## src/common/plat_ctrl_pkg.sv

```systemverilog
`default_nettype none

package plat_ctrl_pkg;

	// ******************************************************************
	// Data types
	// ******************************************************************

	// Bus data word
	typedef logic [31:0] word_t;

	// Byte address inside the controller
	typedef logic [7:0] addr_t;

	// Boot mode pins
	typedef logic [1:0] boot_mode_t;

	// Core finish count, wraps on overflow
	typedef logic [7:0] count_t;

	// Boot progress as seen by software
	typedef enum logic [1:0]
	{
		BOOT_RESETED   = 2'd0,
		BOOT_APP_LOAD  = 2'd1,
		BOOT_ALL_READY = 2'd2
	} boot_status_t;

	// ******************************************************************
	// Core counts
	// ******************************************************************

	localparam int NUM_CORES = 2;
	localparam int MAX_CORE_SLOTS = 4;

	// Each core reports twice before the system counts as done
	localparam count_t DONE_TARGET = count_t'(2 * NUM_CORES);

	// ******************************************************************
	// Register map
	// ******************************************************************

	localparam addr_t REG_BOOT_MODE    = 8'h00;
	localparam addr_t REG_BOOT_STATUS  = 8'h04;
	localparam addr_t REG_APP_LOADED   = 8'h08;
	localparam addr_t REG_ALL_READY    = 8'h0C;
	localparam addr_t REG_CORE_DONE    = 8'h10;
	localparam addr_t REG_FINISH_COUNT = 8'h14;
	localparam addr_t REG_HALT         = 8'h18;

	// Program counter slot i sits at base + 4*i
	localparam addr_t REG_CORE_PC_BASE = 8'h20;

	// Read value of slots with no core behind them
	localparam word_t PC_UNUSED = 32'hFFFF_FFFF;

endpackage

`default_nettype wire

```

## src/hw/plat_ctrl_top.sv

```systemverilog
`timescale 1ns/1ps
`default_nettype none

module plat_ctrl_top
(
	input  wire                                                rvx_port_19,
	input  wire                                                rvx_port_18,

	input  wire                                                i_p0_sel,
	input  wire                                                i_p0_enable,
	input  plat_ctrl_pkg::addr_t                               i_p0_addr,
	input  wire                                                i_p0_write,
	input  plat_ctrl_pkg::word_t                               i_p0_wdata,
	output plat_ctrl_pkg::word_t                               o_p0_rdata,
	output logic                                               o_p0_ready,
	output logic                                               o_p0_slverr,

	input  wire                                                i_p1_sel,
	input  wire                                                i_p1_enable,
	input  plat_ctrl_pkg::addr_t                               i_p1_addr,
	input  wire                                                i_p1_write,
	input  plat_ctrl_pkg::word_t                               i_p1_wdata,
	output plat_ctrl_pkg::word_t                               o_p1_rdata,
	output logic                                               o_p1_ready,
	output logic                                               o_p1_slverr,

	input  plat_ctrl_pkg::boot_mode_t                          i_boot_mode,
	input  plat_ctrl_pkg::word_t [plat_ctrl_pkg::NUM_CORES-1:0] i_core_pc,
	output logic                                               o_all_done
);

	// Merger to register block
	logic m_valid;
	plat_ctrl_pkg::addr_t m_addr;
	logic m_write;
	plat_ctrl_pkg::word_t m_wdata;
	plat_ctrl_pkg::word_t r_rdata;
	logic r_slverr;

	// Register block to tracker
	logic app_loaded_pulse;
	logic all_ready_pulse;
	logic core_done_pulse;
	logic halt_pulse;
	plat_ctrl_pkg::boot_mode_t boot_mode;
	plat_ctrl_pkg::boot_status_t boot_status;
	plat_ctrl_pkg::count_t finish_count;
	logic halt_flag;
	plat_ctrl_pkg::word_t [plat_ctrl_pkg::MAX_CORE_SLOTS-1:0] core_pc;

	port_merger u_port_merger
	(
		.i_clk       (rvx_port_19),
		.i_rstn      (rvx_port_18),
		.i_p0_sel    (i_p0_sel),
		.i_p0_enable (i_p0_enable),
		.i_p0_addr   (i_p0_addr),
		.i_p0_write  (i_p0_write),
		.i_p0_wdata  (i_p0_wdata),
		.o_p0_rdata  (o_p0_rdata),
		.o_p0_ready  (o_p0_ready),
		.o_p0_slverr (o_p0_slverr),
		.i_p1_sel    (i_p1_sel),
		.i_p1_enable (i_p1_enable),
		.i_p1_addr   (i_p1_addr),
		.i_p1_write  (i_p1_write),
		.i_p1_wdata  (i_p1_wdata),
		.o_p1_rdata  (o_p1_rdata),
		.o_p1_ready  (o_p1_ready),
		.o_p1_slverr (o_p1_slverr),
		.o_m_valid   (m_valid),
		.o_m_addr    (m_addr),
		.o_m_write   (m_write),
		.o_m_wdata   (m_wdata),
		.i_r_rdata   (r_rdata),
		.i_r_slverr  (r_slverr)
	);

	plat_regs u_plat_regs
	(
		.i_clk              (rvx_port_19),
		.i_rstn             (rvx_port_18),
		.i_m_valid          (m_valid),
		.i_m_addr           (m_addr),
		.i_m_write          (m_write),
		.i_m_wdata          (m_wdata),
		.o_r_rdata          (r_rdata),
		.o_r_slverr         (r_slverr),
		.o_app_loaded_pulse (app_loaded_pulse),
		.o_all_ready_pulse  (all_ready_pulse),
		.o_core_done_pulse  (core_done_pulse),
		.o_halt_pulse       (halt_pulse),
		.i_boot_mode        (boot_mode),
		.i_boot_status      (boot_status),
		.i_finish_count     (finish_count),
		.i_halt_flag        (halt_flag),
		.i_core_pc          (core_pc)
	);

	boot_tracker u_boot_tracker
	(
		.i_clk              (rvx_port_19),
		.i_rstn             (rvx_port_18),
		.i_boot_mode_async  (i_boot_mode),
		.i_core_pc_async    (i_core_pc),
		.i_app_loaded_pulse (app_loaded_pulse),
		.i_all_ready_pulse  (all_ready_pulse),
		.i_core_done_pulse  (core_done_pulse),
		.i_halt_pulse       (halt_pulse),
		.o_boot_mode        (boot_mode),
		.o_boot_status      (boot_status),
		.o_finish_count     (finish_count),
		.o_halt_flag        (halt_flag),
		.o_core_pc          (core_pc),
		.o_all_done         (o_all_done)
	);

endmodule

`default_nettype wire

```

## src/plat_ctrl/boot_tracker.sv

```systemverilog
`timescale 1ns/1ps
`default_nettype none

module boot_tracker
(
	input  wire                                                i_clk,
	input  wire                                                i_rstn,

	input  plat_ctrl_pkg::boot_mode_t                          i_boot_mode_async,
	input  plat_ctrl_pkg::word_t [plat_ctrl_pkg::NUM_CORES-1:0] i_core_pc_async,

	input  wire                                                i_app_loaded_pulse,
	input  wire                                                i_all_ready_pulse,
	input  wire                                                i_core_done_pulse,
	input  wire                                                i_halt_pulse,

	output plat_ctrl_pkg::boot_mode_t                          o_boot_mode,
	output plat_ctrl_pkg::boot_status_t                        o_boot_status,
	output plat_ctrl_pkg::count_t                              o_finish_count,
	output logic                                               o_halt_flag,
	output plat_ctrl_pkg::word_t [plat_ctrl_pkg::MAX_CORE_SLOTS-1:0] o_core_pc,
	output logic                                               o_all_done
);

	plat_ctrl_pkg::boot_mode_t mode_meta;
	plat_ctrl_pkg::word_t [plat_ctrl_pkg::NUM_CORES-1:0] pc_meta;
	plat_ctrl_pkg::word_t [plat_ctrl_pkg::NUM_CORES-1:0] pc_sync;

	// Two-flop synchronizers for the pins and program counters
	always_ff @(posedge i_clk or negedge i_rstn)
	begin
		if (!i_rstn)
		begin
			mode_meta   <= '0;
			o_boot_mode <= '0;
			pc_meta     <= '0;
			pc_sync     <= '0;
		end
		else
		begin
			mode_meta   <= i_boot_mode_async;
			o_boot_mode <= mode_meta;
			pc_meta     <= i_core_pc_async;
			pc_sync     <= pc_meta;
		end
	end

	// Slots past the last core read as all ones
	for (genvar i = 0; i < plat_ctrl_pkg::MAX_CORE_SLOTS; i++)
	begin : g_pc_slot
		if (i < plat_ctrl_pkg::NUM_CORES)
		begin : g_used
			assign o_core_pc[i] = pc_sync[i];
		end
		else
		begin : g_unused
			assign o_core_pc[i] = plat_ctrl_pkg::PC_UNUSED;
		end
	end

	// ******************************************************************
	// Boot status, finish count and halt request
	// ******************************************************************

	always_ff @(posedge i_clk or negedge i_rstn)
	begin
		if (!i_rstn)
		begin
			o_boot_status  <= plat_ctrl_pkg::BOOT_RESETED;
			o_finish_count <= '0;
			o_halt_flag    <= 1'b0;
		end
		else
		begin
			case (o_boot_status)
				plat_ctrl_pkg::BOOT_RESETED:
					if (i_app_loaded_pulse)
						o_boot_status <= plat_ctrl_pkg::BOOT_APP_LOAD;
				plat_ctrl_pkg::BOOT_APP_LOAD:
					if (i_all_ready_pulse)
						o_boot_status <= plat_ctrl_pkg::BOOT_ALL_READY;
				// ALL_READY holds until reset
				default:
					o_boot_status <= o_boot_status;
			endcase
			if (i_core_done_pulse)
				o_finish_count <= o_finish_count + 1'b1;
			if (i_halt_pulse)
				o_halt_flag <= 1'b1;
		end
	end

	assign o_all_done = (o_finish_count == plat_ctrl_pkg::DONE_TARGET);

endmodule

`default_nettype wire

```

## src/plat_ctrl/plat_regs.sv

```systemverilog
`timescale 1ns/1ps
`default_nettype none

module plat_regs
(
	input  wire                                                i_clk,
	input  wire                                                i_rstn,

	input  wire                                                i_m_valid,
	input  plat_ctrl_pkg::addr_t                               i_m_addr,
	input  wire                                                i_m_write,
	input  plat_ctrl_pkg::word_t                               i_m_wdata,
	output plat_ctrl_pkg::word_t                               o_r_rdata,
	output logic                                               o_r_slverr,

	output logic                                               o_app_loaded_pulse,
	output logic                                               o_all_ready_pulse,
	output logic                                               o_core_done_pulse,
	output logic                                               o_halt_pulse,

	input  plat_ctrl_pkg::boot_mode_t                          i_boot_mode,
	input  plat_ctrl_pkg::boot_status_t                        i_boot_status,
	input  plat_ctrl_pkg::count_t                              i_finish_count,
	input  wire                                                i_halt_flag,
	input  plat_ctrl_pkg::word_t [plat_ctrl_pkg::MAX_CORE_SLOTS-1:0] i_core_pc
);

	plat_ctrl_pkg::word_t rd_value;
	plat_ctrl_pkg::addr_t pc_offset;
	logic mapped;
	logic is_ro;
	logic is_event;
	logic is_pc;
	logic wr_ok;

	assign pc_offset = i_m_addr - plat_ctrl_pkg::REG_CORE_PC_BASE;
	assign is_pc = (i_m_addr >= plat_ctrl_pkg::REG_CORE_PC_BASE) &&
		(pc_offset < plat_ctrl_pkg::addr_t'(4 * plat_ctrl_pkg::MAX_CORE_SLOTS)) &&
		(i_m_addr[1:0] == 2'b00);

	// ******************************************************************
	// Address decode
	// ******************************************************************

	always_comb
	begin
		rd_value = '0;
		mapped   = 1'b1;
		is_ro    = 1'b0;
		is_event = 1'b0;
		case (i_m_addr)
			plat_ctrl_pkg::REG_BOOT_MODE:
			begin
				rd_value = plat_ctrl_pkg::word_t'(i_boot_mode);
				is_ro    = 1'b1;
			end
			plat_ctrl_pkg::REG_BOOT_STATUS:
			begin
				rd_value = plat_ctrl_pkg::word_t'(i_boot_status);
				is_ro    = 1'b1;
			end
			plat_ctrl_pkg::REG_APP_LOADED,
			plat_ctrl_pkg::REG_ALL_READY,
			plat_ctrl_pkg::REG_CORE_DONE:
				is_event = 1'b1;
			plat_ctrl_pkg::REG_FINISH_COUNT:
			begin
				rd_value = plat_ctrl_pkg::word_t'(i_finish_count);
				is_ro    = 1'b1;
			end
			// Halt is writable and readable
			plat_ctrl_pkg::REG_HALT:
				rd_value = plat_ctrl_pkg::word_t'(i_halt_flag);
			default:
				if (is_pc)
				begin
					rd_value = i_core_pc[pc_offset[$clog2(plat_ctrl_pkg::MAX_CORE_SLOTS)+1:2]];
					is_ro    = 1'b1;
				end
				else
					mapped = 1'b0;
		endcase
	end

	// Error response and read data for the access in flight
	assign o_r_slverr = i_m_valid &&
		(!mapped || (i_m_write && is_ro) || (!i_m_write && is_event));
	assign o_r_rdata = (i_m_valid && !i_m_write && !o_r_slverr) ? rd_value : '0;

	// ******************************************************************
	// Write events
	// ******************************************************************

	// Write data carries no meaning, only the strobe counts
	assign wr_ok = i_m_valid && i_m_write;

	always_ff @(posedge i_clk or negedge i_rstn)
	begin
		if (!i_rstn)
		begin
			o_app_loaded_pulse <= 1'b0;
			o_all_ready_pulse  <= 1'b0;
			o_core_done_pulse  <= 1'b0;
			o_halt_pulse       <= 1'b0;
		end
		else
		begin
			o_app_loaded_pulse <= wr_ok && (i_m_addr == plat_ctrl_pkg::REG_APP_LOADED);
			o_all_ready_pulse  <= wr_ok && (i_m_addr == plat_ctrl_pkg::REG_ALL_READY);
			o_core_done_pulse  <= wr_ok && (i_m_addr == plat_ctrl_pkg::REG_CORE_DONE);
			o_halt_pulse       <= wr_ok && (i_m_addr == plat_ctrl_pkg::REG_HALT);
		end
	end

endmodule

`default_nettype wire

```

## src/plat_ctrl/port_merger.sv

```systemverilog
`timescale 1ns/1ps
`default_nettype none

module port_merger
(
	input  wire                        i_clk,
	input  wire                        i_rstn,

	input  wire                        i_p0_sel,
	input  wire                        i_p0_enable,
	input  plat_ctrl_pkg::addr_t       i_p0_addr,
	input  wire                        i_p0_write,
	input  plat_ctrl_pkg::word_t       i_p0_wdata,
	output plat_ctrl_pkg::word_t       o_p0_rdata,
	output logic                       o_p0_ready,
	output logic                       o_p0_slverr,

	input  wire                        i_p1_sel,
	input  wire                        i_p1_enable,
	input  plat_ctrl_pkg::addr_t       i_p1_addr,
	input  wire                        i_p1_write,
	input  plat_ctrl_pkg::word_t       i_p1_wdata,
	output plat_ctrl_pkg::word_t       o_p1_rdata,
	output logic                       o_p1_ready,
	output logic                       o_p1_slverr,

	output logic                       o_m_valid,
	output plat_ctrl_pkg::addr_t       o_m_addr,
	output logic                       o_m_write,
	output plat_ctrl_pkg::word_t       o_m_wdata,
	input  plat_ctrl_pkg::word_t       i_r_rdata,
	input  wire                        i_r_slverr
);

	typedef enum logic [1:0] {OWN_IDLE, OWN_P0, OWN_P1} owner_t;

	owner_t owner_q;
	owner_t owner_d;
	logic p0_access;
	logic p1_access;

	// Access phase of the port that holds the grant
	assign p0_access = (owner_q == OWN_P0) && i_p0_sel && i_p0_enable;
	assign p1_access = (owner_q == OWN_P1) && i_p1_sel && i_p1_enable;

	assign o_m_valid = p0_access || p1_access;
	assign o_m_addr  = (owner_q == OWN_P1) ? i_p1_addr  : i_p0_addr;
	assign o_m_write = (owner_q == OWN_P1) ? i_p1_write : i_p0_write;
	assign o_m_wdata = (owner_q == OWN_P1) ? i_p1_wdata : i_p0_wdata;

	// Register block answers in the same cycle, so ready follows the access
	assign o_p0_ready  = p0_access;
	assign o_p0_rdata  = p0_access ? i_r_rdata : '0;
	assign o_p0_slverr = p0_access && i_r_slverr;

	assign o_p1_ready  = p1_access;
	assign o_p1_rdata  = p1_access ? i_r_rdata : '0;
	assign o_p1_slverr = p1_access && i_r_slverr;

	// Fixed priority to port 0; a waiting port takes over on completion
	always_comb
	begin
		owner_d = owner_q;
		case (owner_q)
			OWN_IDLE:
				if (i_p0_sel)
					owner_d = OWN_P0;
				else if (i_p1_sel)
					owner_d = OWN_P1;
			OWN_P0:
				if (p0_access || !i_p0_sel)
					owner_d = i_p1_sel ? OWN_P1 : OWN_IDLE;
			OWN_P1:
				if (p1_access || !i_p1_sel)
					owner_d = i_p0_sel ? OWN_P0 : OWN_IDLE;
			default:
				owner_d = OWN_IDLE;
		endcase
	end

	always_ff @(posedge i_clk or negedge i_rstn)
	begin
		if (!i_rstn)
			owner_q <= OWN_IDLE;
		else
			owner_q <= owner_d;
	end

endmodule

`default_nettype wire

```

## config.mk

```make
export PLATFORM = sky130hd
export DESIGN_NAME = plat_ctrl_top
export DESIGN_NICKNAME = d
export VERILOG_FILES = /design/src/common/plat_ctrl_pkg.sv /design/src/hw/plat_ctrl_top.sv /design/src/plat_ctrl/boot_tracker.sv /design/src/plat_ctrl/plat_regs.sv /design/src/plat_ctrl/port_merger.sv
export SDC_FILE = /design/constraint.sdc
export NUM_CORES = 1
export LEC_CHECK = 0
export BUFFER_PORTS_ARGS = -buffer_cell sky130_fd_sc_hd__buf_2
export CAP_MARGIN = 20
export CORE_MARGIN = 1
export CORE_UTILIZATION = 53
export CTS_BUF_LIST = sky130_fd_sc_hd__clkbuf_2 sky130_fd_sc_hd__clkbuf_4 sky130_fd_sc_hd__clkbuf_8
export DETAILED_ROUTE_END_ITERATION = 10
export GPL_TIMING_DRIVEN = 0
export PLACE_DENSITY = 0.95
export SYNTH_ARGS = -nofsm -noshare
export SYNTH_HDL_FRONTEND = slang
export SYNTH_HIERARCHICAL = 1
export SYNTH_SLANG_ARGS = --single-unit
```

## constraint.sdc

```tcl
create_clock -name rvx_port_19 -period 5.2 [get_ports rvx_port_19]
set_input_delay 1.56 -clock rvx_port_19 [delete_from_list [all_inputs] [get_ports rvx_port_19]]
set_output_delay 1.56 -clock rvx_port_19 [all_outputs]
set_load 0.02 [all_outputs]
```

==> flow_summary.json <==
{
  "grtUsageMet1": 0.271,
  "reg2reg_slack_ns": 2.93,
  "status": "finished with violations",
  "holdBufCountCts": 0,
  "drc": 0,
  "ys_warn_count": 6,
  "die_y_um": 113,
  "cp.required_ns": 3.64,
  "synth.avg_cell_area_um2": 13.8,
  "seq_power_share": 0.503,
  "critPathLaunchType": "primary input",
  "detail-route-antenna-nets": 0,
  "p_clk_frac": 0.378,
  "grt_pass1_vias": 4388,
  "die_w_um": 113,
  "failed_checks": "setup timing",
  "detailedPlace.worstSlack_ns": -0.159,
  "routedWlPerCell_um": 15.6,
  "core_um2": 12000,
  "track_usage": 0.225,
  "critical-path-max-stage-delay_ns": 0.40,
  "htreeDepth": 4,
  "place_area_um2": 7780,
  "timing.final.crit_share": 1.00,
  "maxSlewHeadroom": 0.538,
  "startpoint": "i_p1_addr[5]",
  "overflow": 0,
  "dpl.cell_count": 841,
  "area_delta_synth_final_pct": 27.4,
  "holdCritPathClass": "register to register",
  "wirelength_um": 13700,
  "dp_hpwl_um": 9510,
  "fillCellCount": 800,
  "synth_area_um2": 6540,
  "p_leak_nw": 4.14,
  "met3_usage": 0.0445,
  "max_freq_ghz": 0.192,
  "io_pins": 223,
  "cts_tree": "yes",
  "finalSetupViolCount": 5,
  "path_cells": "buf_2, mux2_4, inv_2, ha_4, xor2_1, nor4b_2, nand4_1, buf_4, clkbuf_4, nor2b_2, and2_1, buf_2",
  "layout-drive-gt1-share": 0.479,
  "cts_buffers": 17,
  "grt_max_degree": 90,
  "grt.busiest_layer": "met2",
  "tightest_slew_ns": 0.693,
  "grt_pass1_wl_um": 21400,
  "die-area_um2": 12800,
  "drt_iter0_drc": 186,
  "rsz0062_at_grt": "yes",
  "num_rows": 40,
  "fin_crit_ns": 5.22,
  "critical_path_depth": 12,
  "r2r_end": "u_plat_regs/o_all_ready_pulse",
  "p_sw_w": 0.000553,
  "clk_latency_ns": 0.43,
  "fin_cells": 878,
  "clk_path_buf_depth": 2,
  "worstPathMaxFanout": 10,
  "fin_area_um2": 8330,
  "combPwrFrac": 0.119,
  "max-vdd-ir-drop_v": 0.000203,
  "nNetsFinal": 877,
  "critPathKind": "primary input to output port",
  "crit_path_frequent_cell": "buf_2",
  "cpMaxStageDelayCell": "nor4b_2",
  "start_util": 0.544,
  "slew_viol_final": 0,
  "worst-path-buf-inv": 5,
  "drv_cap": 0,
  "syn_inst": 472,
  "finalClockSkew_ns": 0.0168,
  "path_delay_family": "simple AND/OR/NAND/NOR gates",
  "worstReg2RegStart": "u_port_merger/owner_q[0]",
  "cts.sinks": 149,
  "worst_ep_arrival_time_ns": 3.66,
  "clk_pin_slew_ns": 0.09,
  "via_per_inst": 4.82,
  "grtUsageMet2": 0.387,
  "antenna_cells": 0,
  "antenna_found_initial": 0,
  "critPathCapture": "o_p0_rdata[21]",
  "p_int_w": 0.00189,
  "powerDensity_nw_per_um2": 294,
  "gp_congestion": 0.839,
  "portBuffers": 158,
  "swShare": 0.226,
  "finalHoldViolCount": 0,
  "dr.pass1.iters": 4,
  "final_util": 0.693,
  "fin_ws_ns": -0.0188,
  "vias": 4234,
  "end_kind": "output port",
  "r2r_cells": 8,
  "cts_root_buf": "clkbuf_8"
}
-- layer usage --
| layer | up-vias | part of all wire |
|---|---|---|
| li1 | 1966 | - |
| met1 | 2078 | 0.40 |
| met2 | 149 | 0.52 |
| met3 | 41 | 0.044 |
| met4 | 0 | 0.036 |
| met5 | - | 0 |
-- per-stage QoR --
stage | power, W | setup TNS (ns) | hold slack, ns
2_1_floorplan | 0.00144 | 0 | 0.331
3_3_place_gp | 0.00151 | -3.49 | 0.332
3_5_place_dp | 0.00153 | -3.57 | 0.335
4_1_cts | 0.00245 | 0 | 0.342
5_1_grt | 0.00255 | -1.92 | 0.357
6_report | 0.00245 | -0.0457 | 0.337
-- sequential cells by signal, summed over array words and instances, names as in the netlist --
name,count
u_boot_tracker/o_finish_count,8
u_boot_tracker/pc_meta,64
u_boot_tracker/o_boot_status,2
u_boot_tracker/mode_meta,2
u_boot_tracker/o_halt_flag,1
u_plat_regs/o_halt_pulse,1
u_plat_regs/o_core_done_pulse,1
u_plat_regs/o_all_ready_pulse,1
u_port_merger/owner_q,2
u_boot_tracker/o_core_pc,64
u_boot_tracker/o_boot_mode,2
u_plat_regs/o_app_loaded_pulse,1
-- power groups by stage --
stage                     Clock, W  Sequential (W)  Combinational, W
after floorplan                  0         0.00124          0.000192
after global placement           0         0.00125          0.000267
after detailed placement         0         0.00125          0.000279
after CTS                 0.000944         0.00123          0.000281
after global routing      0.000999         0.00123          0.000318
final                     0.000925         0.00123          0.000291
-- repair_timing --
| item | in CTS | in global routing |
|---|---|---|
| setup endpoints to repair | 40 | 62 |
| pin swaps | 1 | 2 |
| gates resized for setup | 0 | 27 |
| cloned | 0 | 1 |
| setup buffers | 1 | 6 |
-- layout by cell type (no fill, tap or decap), types with 6 or more instances in the layout --
cell and n:
a22oi_1 7, and2_1 66, buf_2 159, buf_4 78, buf_6 9, clkbuf_8 17, conb_1 64, dfrtp_1 149
inv_1 6, mux2_4 8, mux4_2 32, nand2_1 8, nor2b_1 19, xor2_1 6
-- worst min-delay path by stage --
stage                                     start                             to  depth (start not counted)  slack [ns]
finish               u_boot_tracker/pc_meta[61]   u_boot_tracker/o_core_pc[61]                          0        0.34
global route         u_boot_tracker/pc_meta[15]   u_boot_tracker/o_core_pc[15]                          0        0.36
CTS                  u_boot_tracker/pc_meta[61]   u_boot_tracker/o_core_pc[61]                          0        0.34
detailed placement   u_boot_tracker/pc_meta[39]   u_boot_tracker/o_core_pc[39]                          0        0.33
global placement     u_boot_tracker/pc_meta[60]   u_boot_tracker/o_core_pc[60]                          0        0.33
floorplan           u_boot_tracker/mode_meta[0]  u_boot_tracker/o_boot_mode[0]                          0        0.33
-- cell type report --
class,instances,area (um2),area share
timing repair buffer,167,891,0.107
buffer,89,693,0.0832
sequential,149,3730,0.448
tap,147,184,0.0221
multi-input combinational,288,2380,0.286
clock buffer,17,234,0.0281
clock inverter,13,181,0.0218
inverter,8,30.0,0.00361
No activity file was read; power rests on OpenSTA's default activity.
